==> src/common/fe_mem_pkg.sv <==
`default_nettype none

package fe_mem_pkg;

   localparam int vaddr_width_gp        = 32;
   localparam int paddr_width_gp        = 32;
   localparam int page_offset_width_gp  = 12;
   localparam int vtag_width_gp         = vaddr_width_gp - page_offset_width_gp;
   localparam int ptag_width_gp         = paddr_width_gp - page_offset_width_gp;
   localparam int instr_width_gp        = 32;
   localparam int block_width_gp        = 128;           // Four instructions.
   localparam int icache_index_width_gp = 8;             // Covers up to 256 sets.

   typedef enum logic [1:0] {
      e_op_fetch        = 2'd0,
      e_op_tlb_fill     = 2'd1,
      e_op_tlb_fence    = 2'd2,
      e_op_icache_fence = 2'd3
   } fe_mem_op_e;

   typedef enum logic [1:0] {
      e_priv_u = 2'd0,
      e_priv_s = 2'd1,
      e_priv_m = 2'd3
   } priv_mode_e;

   typedef struct packed {
      logic [ptag_width_gp-1:0] ptag;
      logic                     u;                       // User page.
      logic                     x;                       // Executable.
   } tlb_entry_s;

   // Only the vtag part of vaddr matters for a TLB fill.
   typedef struct packed {
      fe_mem_op_e                op;
      logic [vaddr_width_gp-1:0] vaddr;
      tlb_entry_s                entry;
   } fe_mem_cmd_s;

   typedef struct packed {
      logic                      instr_access_fault;
      logic                      instr_page_fault;
      logic                      itlb_miss;
      logic                      icache_miss;
      logic [instr_width_gp-1:0] data;
   } fe_mem_resp_s;

   typedef struct packed {
      logic [icache_index_width_gp-1:0] index;           // Low bits used.
      logic [ptag_width_gp-1:0]         ptag;
      logic [block_width_gp-1:0]        block;
   } icache_fill_s;

endpackage

`default_nettype wire
==> src/hw/fe_mem.sv <==
`timescale 1ns/1ns
`default_nettype none

module fe_mem #(
   parameter int itlb_els_p    = 4,
   parameter int icache_sets_p = 16
) (
   input  wire logic                       clk_i,
   input  wire logic                       reset_i,
   input  wire fe_mem_pkg::fe_mem_cmd_s    mem_cmd_i,
   input  wire logic                       mem_cmd_v_i,
   output logic                            mem_cmd_yumi_o,
   input  wire fe_mem_pkg::priv_mode_e     priv_i,
   input  wire logic                       translation_en_i,
   input  wire logic                       poison_i,
   input  wire logic                       fill_v_i,
   input  wire fe_mem_pkg::icache_fill_s   fill_i,
   output fe_mem_pkg::fe_mem_resp_s        mem_resp_o,
   output logic                            mem_resp_v_o
);

   logic                                     is_fetch;
   logic                                     fetch_v;
   logic                                     tlb_fill_v;
   logic                                     tlb_fence_v;
   logic                                     icache_fence_v;

   logic                                     fetch_v_r;
   fe_mem_pkg::priv_mode_e                   priv_r;
   logic                                     trans_en_r;

   fe_mem_pkg::tlb_entry_s                   itlb_entry;
   logic                                     itlb_miss;
   logic                                     icache_hit;
   logic [fe_mem_pkg::instr_width_gp-1:0]    icache_data;
   logic                                     page_fault;
   logic                                     access_fault;
   fe_mem_pkg::fe_mem_resp_s                 resp_n;

   assign is_fetch       = (mem_cmd_i.op == fe_mem_pkg::e_op_fetch);
   assign fetch_v        = mem_cmd_v_i & is_fetch & ~fill_v_i;   // Array port busy on fill.
   assign tlb_fill_v     = mem_cmd_v_i & (mem_cmd_i.op == fe_mem_pkg::e_op_tlb_fill);
   assign tlb_fence_v    = mem_cmd_v_i & (mem_cmd_i.op == fe_mem_pkg::e_op_tlb_fence);
   assign icache_fence_v = mem_cmd_v_i & (mem_cmd_i.op == fe_mem_pkg::e_op_icache_fence);
   assign mem_cmd_yumi_o = fetch_v | tlb_fill_v | tlb_fence_v | icache_fence_v;

   always_ff @(posedge clk_i) begin
      if (fetch_v) begin
         priv_r     <= priv_i;
         trans_en_r <= translation_en_i;
      end
   end

   fe_itlb #(.els_p(itlb_els_p)) i_fe_itlb (
      .clk_i            (clk_i),
      .reset_i          (reset_i),
      .flush_i          (tlb_fence_v),
      .lookup_v_i       (fetch_v),
      .vtag_i           (mem_cmd_i.vaddr[fe_mem_pkg::vaddr_width_gp-1 -: fe_mem_pkg::vtag_width_gp]),
      .translation_en_i (trans_en_r),
      .fill_v_i         (tlb_fill_v),
      .fill_vtag_i      (mem_cmd_i.vaddr[fe_mem_pkg::vaddr_width_gp-1 -: fe_mem_pkg::vtag_width_gp]),
      .fill_entry_i     (mem_cmd_i.entry),
      .entry_o          (itlb_entry),
      .miss_o           (itlb_miss)
   );

   fe_icache #(.sets_p(icache_sets_p)) i_fe_icache (
      .clk_i      (clk_i),
      .reset_i    (reset_i),
      .fence_i    (icache_fence_v),
      .lookup_v_i (fetch_v),
      .vaddr_i    (mem_cmd_i.vaddr),
      .ptag_i     (itlb_entry.ptag),
      .fill_v_i   (fill_v_i),
      .fill_i     (fill_i),
      .hit_o      (icache_hit),
      .data_o     (icache_data)
   );

   fe_fault_check i_fe_fault_check (
      .entry_i          (itlb_entry),
      .priv_i           (priv_r),
      .translation_en_i (trans_en_r),
      .page_fault_o     (page_fault),
      .access_fault_o   (access_fault)
   );

   // A TLB miss masks everything else; a fault masks the cache miss.
   always_comb begin
      resp_n.itlb_miss          = itlb_miss;
      resp_n.instr_page_fault   = ~itlb_miss & page_fault;
      resp_n.instr_access_fault = ~itlb_miss & access_fault;
      resp_n.icache_miss        = ~itlb_miss & ~page_fault & ~access_fault & ~icache_hit;
      resp_n.data               = (~itlb_miss & icache_hit) ? icache_data : '0;
   end

   always_ff @(posedge clk_i) begin
      if (reset_i) begin
         fetch_v_r    <= 1'b0;
         mem_resp_v_o <= 1'b0;
      end else begin
         fetch_v_r    <= fetch_v;
         mem_resp_v_o <= fetch_v_r & ~poison_i;         // Poison drops stage 1.
      end
   end

   always_ff @(posedge clk_i) begin
      if (fetch_v_r) begin
         mem_resp_o <= resp_n;
      end
   end

endmodule

`default_nettype wire

==> src/hw/fe_fault_check.sv <==
`timescale 1ns/1ns
`default_nettype none

module fe_fault_check (
   input  wire fe_mem_pkg::tlb_entry_s   entry_i,
   input  wire fe_mem_pkg::priv_mode_e   priv_i,
   input  wire logic                     translation_en_i,
   output logic                          page_fault_o,
   output logic                          access_fault_o
);

   logic priv_fault;
   logic exec_fault;

   // S mode may not run user pages, U mode only runs user pages.
   always_comb begin
      priv_fault = 1'b0;
      case (priv_i)
         fe_mem_pkg::e_priv_s: priv_fault = entry_i.u;
         fe_mem_pkg::e_priv_u: priv_fault = ~entry_i.u;
         default:              priv_fault = 1'b0;      // M mode.
      endcase
   end

   assign exec_fault = ~entry_i.x;

   assign page_fault_o = translation_en_i & (priv_fault | exec_fault);

   // Top two ptag bits set is outside fetchable memory.
   assign access_fault_o = |entry_i.ptag[fe_mem_pkg::ptag_width_gp-1 -: 2];

endmodule

`default_nettype wire

==> src/fe_icache/fe_icache.sv <==
`timescale 1ns/1ns
`default_nettype none

module fe_icache #(
   parameter int sets_p = 16
) (
   input  wire logic                                    clk_i,
   input  wire logic                                    reset_i,
   input  wire logic                                    fence_i,
   input  wire logic                                    lookup_v_i,
   input  wire logic [fe_mem_pkg::vaddr_width_gp-1:0]   vaddr_i,
   input  wire logic [fe_mem_pkg::ptag_width_gp-1:0]    ptag_i,
   input  wire logic                                    fill_v_i,
   input  wire fe_mem_pkg::icache_fill_s                fill_i,
   output logic                                         hit_o,
   output logic [fe_mem_pkg::instr_width_gp-1:0]        data_o
);

   localparam int index_width_lp    = $clog2(sets_p);
   localparam int offset_width_lp   = $clog2(fe_mem_pkg::block_width_gp / 8);
   localparam int word_sel_width_lp = offset_width_lp - 2;

   logic [sets_p-1:0]                      valid_r;
   logic [fe_mem_pkg::ptag_width_gp-1:0]   tag_mem [sets_p];
   logic [fe_mem_pkg::block_width_gp-1:0]  data_mem [sets_p];

   logic [index_width_lp-1:0]              lookup_idx;
   logic [index_width_lp-1:0]              fill_idx;

   logic                                   valid_bit_r;
   logic [fe_mem_pkg::ptag_width_gp-1:0]   tag_r;
   logic [fe_mem_pkg::block_width_gp-1:0]  block_r;
   logic [word_sel_width_lp-1:0]           word_sel_r;

   // Index sits right above the block offset, inside the page offset.
   assign lookup_idx = vaddr_i[offset_width_lp +: index_width_lp];
   assign fill_idx   = fill_i.index[index_width_lp-1:0];

   // A fill in the same cycle as a fence leaves its own set valid.
   always_ff @(posedge clk_i) begin
      if (reset_i) begin
         valid_r <= '0;
      end else begin
         if (fence_i) begin
            valid_r <= '0;
         end
         if (fill_v_i) begin
            valid_r[fill_idx] <= 1'b1;
         end
      end
   end

   always_ff @(posedge clk_i) begin
      if (fill_v_i) begin
         tag_mem[fill_idx]  <= fill_i.ptag;
         data_mem[fill_idx] <= fill_i.block;
      end
   end

   always_ff @(posedge clk_i) begin
      if (reset_i) begin
         valid_bit_r <= 1'b0;
      end else if (lookup_v_i) begin
         valid_bit_r <= valid_r[lookup_idx];
      end
   end

   always_ff @(posedge clk_i) begin
      if (lookup_v_i) begin
         tag_r      <= tag_mem[lookup_idx];
         block_r    <= data_mem[lookup_idx];
         word_sel_r <= vaddr_i[offset_width_lp-1:2];     // Word within block.
      end
   end

   // Stage 1 tag compare against the translated ptag.
   assign hit_o  = valid_bit_r & (tag_r == ptag_i);
   assign data_o = block_r[word_sel_r * fe_mem_pkg::instr_width_gp +: fe_mem_pkg::instr_width_gp];

endmodule

`default_nettype wire

==> src/hw/fe_itlb.sv <==
`timescale 1ns/1ns
`default_nettype none

module fe_itlb #(
   parameter int els_p = 4
) (
   input  wire logic                                   clk_i,
   input  wire logic                                   reset_i,
   input  wire logic                                   flush_i,
   input  wire logic                                   lookup_v_i,
   input  wire logic [fe_mem_pkg::vtag_width_gp-1:0]   vtag_i,
   input  wire logic                                   translation_en_i,
   input  wire logic                                   fill_v_i,
   input  wire logic [fe_mem_pkg::vtag_width_gp-1:0]   fill_vtag_i,
   input  wire fe_mem_pkg::tlb_entry_s                 fill_entry_i,
   output fe_mem_pkg::tlb_entry_s                      entry_o,
   output logic                                        miss_o
);

   localparam int ptr_width_lp = (els_p > 1) ? $clog2(els_p) : 1;

   logic [els_p-1:0]                      valid_r;
   logic [fe_mem_pkg::vtag_width_gp-1:0]  vtag_mem [els_p];
   fe_mem_pkg::tlb_entry_s                entry_mem [els_p];
   logic [ptr_width_lp-1:0]               ptr_r;

   logic                                  lookup_hit;
   fe_mem_pkg::tlb_entry_s                lookup_entry;
   logic                                  fill_hit;
   logic [ptr_width_lp-1:0]               fill_idx;

   logic                                  hit_r;
   fe_mem_pkg::tlb_entry_s                entry_r;
   logic [fe_mem_pkg::vtag_width_gp-1:0]  vtag_r;

   always_comb begin
      lookup_hit   = 1'b0;
      lookup_entry = '0;
      fill_hit     = 1'b0;
      fill_idx     = ptr_r;                              // Replace by default.
      for (int i = 0; i < els_p; i++) begin
         if (valid_r[i] && (vtag_mem[i] == vtag_i)) begin
            lookup_hit   = 1'b1;
            lookup_entry = entry_mem[i];
         end
         if (valid_r[i] && (vtag_mem[i] == fill_vtag_i)) begin
            fill_hit = 1'b1;
            fill_idx = ptr_width_lp'(i);
         end
      end
   end

   always_ff @(posedge clk_i) begin
      if (reset_i || flush_i) begin
         valid_r <= '0;
      end else if (fill_v_i) begin
         valid_r[fill_idx] <= 1'b1;
      end
   end

   always_ff @(posedge clk_i) begin
      if (reset_i) begin
         ptr_r <= '0;
      end else if (fill_v_i && !fill_hit) begin
         ptr_r <= (ptr_r == ptr_width_lp'(els_p - 1)) ? '0 : ptr_r + 1'b1;
      end
   end

   always_ff @(posedge clk_i) begin
      if (fill_v_i) begin
         vtag_mem[fill_idx]  <= fill_vtag_i;
         entry_mem[fill_idx] <= fill_entry_i;
      end
   end

   always_ff @(posedge clk_i) begin
      if (lookup_v_i) begin
         hit_r   <= lookup_hit;
         entry_r <= lookup_entry;
         vtag_r  <= vtag_i;
      end
   end

   // Passthrough maps vtag to ptag as an executable supervisor page.
   assign entry_o = translation_en_i ? entry_r : '{ptag: vtag_r, u: 1'b0, x: 1'b1};
   assign miss_o  = translation_en_i & ~hit_r;

endmodule

`default_nettype wire

==> config.mk <==
export PLATFORM = sky130hd
export DESIGN_NAME = fe_mem
export DESIGN_NICKNAME = d
export VERILOG_FILES = /design/src/common/fe_mem_pkg.sv /design/src/hw/fe_mem.sv /design/src/hw/fe_fault_check.sv /design/src/fe_icache/fe_icache.sv /design/src/hw/fe_itlb.sv
export SDC_FILE = /design/constraint.sdc
export NUM_CORES = 2
export LEC_CHECK = 0
export BUFFER_PORTS_ARGS = -buffer_cell sky130_fd_sc_hd__buf_4
export CAP_MARGIN = 0
export CORE_MARGIN = 2
export CORE_UTILIZATION = 40
export CTS_BUF_LIST = sky130_fd_sc_hd__clkbuf_8
export DETAILED_ROUTE_END_ITERATION = 10
export HOLD_SLACK_MARGIN = 0.05
export PLACE_DENSITY_LB_ADDON = 0.08
export SLEW_MARGIN = 20
export SYNTH_ARGS = -nofsm -noshare
export SYNTH_HDL_FRONTEND = slang
export SYNTH_HIERARCHICAL = 1
export SYNTH_SLANG_ARGS = --single-unit
==> constraint.sdc <==
create_clock -name clk_i -period 16.7 [get_ports clk_i]
set_input_delay 3.34 -clock clk_i [delete_from_list [all_inputs] [get_ports clk_i]]
set_output_delay 3.34 -clock clk_i [all_outputs]
set_load 0.005 [all_outputs]
Yosys cells after proc, flatten, opt, wreduce, memory -nomap -nowiden
Memories as Yosys holds them, arrays and structs flattened. A register that Yosys moved wholly into a read port is not among the register bits.
Index checks and enable logic that the tools add are counted.
- bits in registers: 109
- bits in writable memories: 2536
- input port bits: 220
- output and inout port bits: 38
- word-level logic and storage cells: 110
- memories: 4
- memory list (memory ; depth ; bits a word ; rd ports ; clocked after Yosys merged registers in ; write ports ; RTL line ; RTL):
    i_fe_icache.data_mem ; 16 ; 128 ; 1 ; 1 ; 1 ; fe_icache.sv:25 ; logic [fe_mem_pkg::block_width_gp-1:0] data_mem [sets_p];
    i_fe_icache.tag_mem ; 16 ; 20 ; 1 ; 1 ; 1 ; fe_icache.sv:24 ; logic [fe_mem_pkg::ptag_width_gp-1:0] tag_mem [sets_p];
    i_fe_itlb.entry_mem ; 4 ; 22 ; 4 ; 0 ; 1 ; fe_itlb.sv:24 ; fe_mem_pkg::tlb_entry_s entry_mem [els_p];
    i_fe_itlb.vtag_mem ; 4 ; 20 ; 4 ; 0 ; 1 ; fe_itlb.sv:23 ; logic [fe_mem_pkg::vtag_width_gp-1:0] vtag_mem [els_p];
- add/sub/neg operators: 1
- order comparisons: 5
- equality and inequality tests: 10
- shift-type cells: 1
- muxes and demuxes: 28
- bitwise gates (word level): 30
- reductions and logical operators: 12
- operator list (kind ; count):
    variable part select 128 x 8 -> 32 bit ; 1
    2-to-1 mux 22 bit ; 5
    equality test 20 bit ; 5
    2-to-1 mux 16 bit ; 3
    bitwise OR 16 bit ; 1
    bitwise AND 1 bit ; 15
    2-to-1 mux 1 bit ; 11
    < comparator 4 x 5 -> 1 bit, second input constant ; 2
    2-to-1 mux 2 bit ; 5
    NOT 1 bit ; 9
    logical AND 1 bit ; 7
    equality test 2 bit, second input constant ; 3
    binary-select mux 1 bit (select 4 bit) ; 1
    demux 1 bit (select 4 bit) ; 1
    equality test 2 x 1 -> 1 bit, second input constant ; 2
    >= comparator 4 x 1 -> 1 bit, second input constant ; 1
    zero test 2 bit ; 2
    bitwise OR 1 bit ; 4
    bitwise OR 4 bit ; 1
    < comparator 2 x 3 -> 1 bit, second input constant ; 1
    adder 2 x 1 -> 2 bit, second input constant ; 1
    demux 1 bit (select 2 bit) ; 1
    >= comparator 2 x 1 -> 1 bit, second input constant ; 1
    case mux 1 bit (2 select lines) ; 1
    3 further kinds ; 3

Logic depth before layout (Yosys ltp)
- depth in word-level cells: 11
- gate-level depth with buffers: 10
- depth with buffers taken out: 7

By module
The synthesis kept the hierarchy.
- by module, submodules not included (module ; times used ; cells an instance ; area each (µm²) ; sequential area each (µm²)):
    fe_icache ; 1 ; 3807 ; 95365.2 ; 75952.8
    fe_itlb ; 1 ; 570 ; 9550.4 ; 6456.2
    fe_mem ; 1 ; 90 ; 1527.7 ; 1211.2
    fe_fault_check ; 1 ; 5 ; 31.3 ; 0.0

Worst setup path after synthesis
No wires, ideal clock.
- kind: input -> register
- from: in fill_i[148] (netlist bit)
- to: mem i_fe_icache/data_mem[0][0] (netlist bit) (enable)
- library setup time: 841 ps
- data arrival time: 13884 ps
- required time: 15859 ps
- setup slack: 1975 ps
- cell stages on the path: 2
- path buffers: 0
- cell sequence: or3b_2 -> nor3_1
- RTL lines (what ; RTL line ; RTL):
    start: declaration ; fe_mem.sv:17 ; input wire fe_mem_pkg::icache_fill_s fill_i,
    end: declaration ; fe_icache.sv:25 ;
Straight into the memory's write port.

Worst setup path in the final report
- from: in mem_cmd_i[55] (netlist bit)
- to: out mem_cmd_yumi_o
- cells in the longest elaborated chain, start to end: 6
- elaborated cells on any way between the ends: 12
- those cells by class: 3 x eq/ne; 8 x bitwise; 1 x reduce/logical
- RTL lines (what ; RTL line ; RTL):
    start: declaration ; fe_mem.sv:10 ; input wire fe_mem_pkg::fe_mem_cmd_s mem_cmd_i,
    zero test 2 bit ; fe_mem.sv:40 ; assign is_fetch = (mem_cmd_i.op == fe_mem_pkg::e_op_fetch);
    bitwise AND 1 bit (2 in a row) ; fe_mem.sv:41 ; assign fetch_v = mem_cmd_v_i & is_fetch & ~fill_v_i;
    bitwise OR 1 bit (2 in a row) ; fe_mem.sv:45 ; assign mem_cmd_yumi_o = fetch_v | tlb_fill_v | tlb_fence_v | icache_fence_v;
    bitwise OR 1 bit (*) ; fe_mem.sv:45 ;
    end: declaration ; fe_mem.sv:12 ; output logic mem_cmd_yumi_o,
Every way passes the cells marked *; elsewhere a longest branch is shown, timed or not.

==> impl_results.md <==
- Worst-path clk slew: roughly 60 ps
- Die ar.: between 200,000 and 300,000 um^2
- Peak supply drop: 64.2 uV
- H-tree levels: 5
- Clk sinks: around 2,800
- DR vias/cell: 5.38
- Area of the mapped netlist: 106,000 um^2
- Post-CTS setup buffers: 0
- Post-synthesis mux area share: between 10% and 20%
- Core area: ~260,000 um^2
- Cts repair resizes: 0
- Max clock buf depth: 4
- Congestion Overflow GR: 0
- Initial antenna violation count: 55
- Remaining antenna violation count after routing: 0
- Post-synth EDFFs: roughly 2,800
- Fin nets: about 5,300
- Final min period: a little over 7000 ps
- Port bufs: 247
- I/O Pins: approximately 260
- Largest net degree at the start of global routing: roughly 120
- Power Density: between 100 and 150 nW/um^2
- Run status: finished clean
- Clock Latency Late Sink: roughly 1100 ps
- Measured slew at the worst slew-check pin: approximately 1100 ps
- Sequential area share after synthesis: between 70% and 80%
- DP HPWL: around 140,000 um
- Ys flop type: edfxtp_1
- Worst clock skew: ~49 ps
- Crit Path Category: input port to primary output
- CTS Buf Count: roughly 470
- Yosys warns: 6
- Post-route DRC: 0
- First-pass DRT Iterations: 7
- Max-slew violations: 0
- Hold Worst Slack: 467 ps
- Final WL: roughly 280,000 um
- Final Cell Area: 121,000 um^2
- Rel. slew slack: a little over a quarter
- Hold Fails Final Rpt: 0
- Mapped Cells: around 4,500
- Share of layout cells above drive strength 1: ~31%
- Synth Area in XOR/XNOR: under 10%
- Maximum clock rate: roughly 0.14 GHz
- P_leak: between 30 and 40 nW
- Filler cell count: about 22,000
- Max FO, Critical Path: 5
- Unrepaired setup endpoints after global routing: no
- Die Y: between 500 and 600 um
- Die Wd: 520 um
- Initial drt markers: between 3,000 and 4,000
- CTS tree: done
- Wire per inst: 30.8 um
- Fin crit share: between 40% and 50%
- Post-Synth Adder-Cell Area: less than 1%
- # rows: about 190
- Post-layout util: around 46%
- Setup TNS: 0 ps
- Synth unique cells: between 50 and 60
- Post-Synth Simple-Gate Area: 1.33%
- Layout area overhead: 13.9%
- Syn nets: around 4,700
- Worst Setup End Kind: primary output
- Initial Util: about two fifths
- Max Cap Viol: 0
- Register area: between 80,000 and 90,000 um^2
- Ys async rst share: 0%
- All-layer global routing usage: between 20 and 25%
- Tightest Hold Check Type: register to register
- First-pass GRT wire length: between 300,000 and 400,000 um
- Required time worst endpoint: roughly 13,000 ps
- Routability cong.: slightly above 0.7
- Overall power: 14.1 mW
- Arrival @ worst endpoint: about 3800 ps
- Placed cell areas: about 110,000 um^2
- Syn Area/Cell: about 24 um^2
- Compound-Gate Fraction of Synth Area: between 1 and 1.5%
- Routed vias: between 40,000 and 50,000
- Multi-input gate area: 21,900 um^2
- Root Driver: clkbuf_8
- Vias in the first global route: 51,200
- # hold bufs at CTS: 0
- Critical path startpoint category: input port
- Combinational family with the most area after synthesis: multiplexers
- Final setup viols: 0
- Yosys reg bits: ~2,800
## area by class of cell
class                           count  share of cell area (%)
Tap cell                         3533                    3.64
Timing Repair Buffer              340                    2.28
Antenna cell                       14                  0.0289
Multi-Input combinational cell   1456                    18.0
Clock inverter                    374                    1.51
Sequential cell                  2793                    69.0
Clock buffer                      484                    5.49
Inverter                            8                  0.0495
## where the power goes
part           internal (mW)  switching (mW)
sequential              7.85          0.0314
combinational          0.283           0.387
clock                   2.84            2.73
total                   11.0            3.14
## worst paths after layout
check	startpoint	end	slack, ps	depth (start not counted)
setup / recovery	mem_cmd_i[55]	mem_cmd_yumi_o	9550	4
hold / removal	i_fe_icache/valid_r[13]	i_fe_icache/valid_r[13]	470	2
setup reg to reg	trans_en_r	mem_resp_o[4]	12630	9
hold reg to reg	i_fe_icache/valid_r[13]	i_fe_icache/valid_r[13]	470	2
## logic make-up (layout without fill, tap and decap cells)
group | after synthesis | count (layout)
simple gates | 238 | 238
xor+xnor | 181 | 181
buf+inv | 223 | 1206
other cells | 0 | 14
fa+ha+maj | 1 | 1
flops | 2793 | 2793
mux | 842 | 842
compound gates | 194 | 194
## layer usage
| metal | track usage (%) | wire, um |
|---|---|---|
| met1 | 28.3 | 122000 |
| met2 | 33.6 | 136000 |
| met3 | 3.55 | 12900 |
| met4 | 4.52 | 5680 |
| met5 | 0 | 236 |
## synth_stat cells, types with 26 or more instances
master	instances	area, um^2
nor2b_1	73	457
and2_1	36	225
clkbuf_1	90	338
a21oi_1	83	415
xnor2_1	92	806
nor2_1	26	97.6
mux2_2	45	507
xor2_1	89	780
a211oi_1	68	510
mux4_2	708	15900
nor4_1	26	163
mux2i_1	70	701
edfxtp_1	2768	83100
buf_2	79	395
## state kept, by name, summed over array words and instances, names as in the netlist, 4 cells and up
signal / count
i_fe_itlb/vtag_mem: 80
i_fe_icache/block_r: 128
i_fe_icache/data_mem: 2048
i_fe_icache/tag_r: 20
i_fe_itlb/vtag_r: 20
i_fe_icache/tag_mem: 320
i_fe_icache/valid_r: 16
i_fe_itlb/entry_mem: 88
i_fe_itlb/entry_r: 22
mem_resp_o: 36
i_fe_itlb/valid_r: 4
## cells in the final DEF, fill, tap and decap left out, types with 15 or more instances in the layout
| cell type | instances |
|---|---|
| edfxtp_1 | 2768 |
| mux4_2 | 708 |
| clkbuf_8 | 484 |
| buf_4 | 321 |
| clkinv_1 | 156 |
| inv_1 | 156 |
| xnor2_1 | 92 |
| xor2_1 | 89 |
| a21oi_1 | 81 |
| nor2b_1 | 73 |
| mux2i_1 | 70 |
| a211oi_1 | 67 |
| mux2_2 | 45 |
| clkinv_2 | 41 |
| and2_1 | 36 |
| nor4_1 | 26 |
| nand4_1 | 24 |
| dfxtp_1 | 24 |
| a22o_1 | 20 |
| mux2_4 | 19 |
| nor2_1 | 17 |
| buf_12 | 15 |
## metrics by stage
stage / setup WS [ps] / instances
global placement: 8650 / 8130
global route: 9480 / 8996
detailed placement: 8670 / 8130
CTS: 9550 / 8988
floorplan: 1980 / 4472
finish: 9550 / 9002
## critical path: stages
cell	delay, ps
buf_4	130
nor2_1	50
a21boi_0	160
buf_4	130
Note: power is estimated with default switching activity, not from simulation.
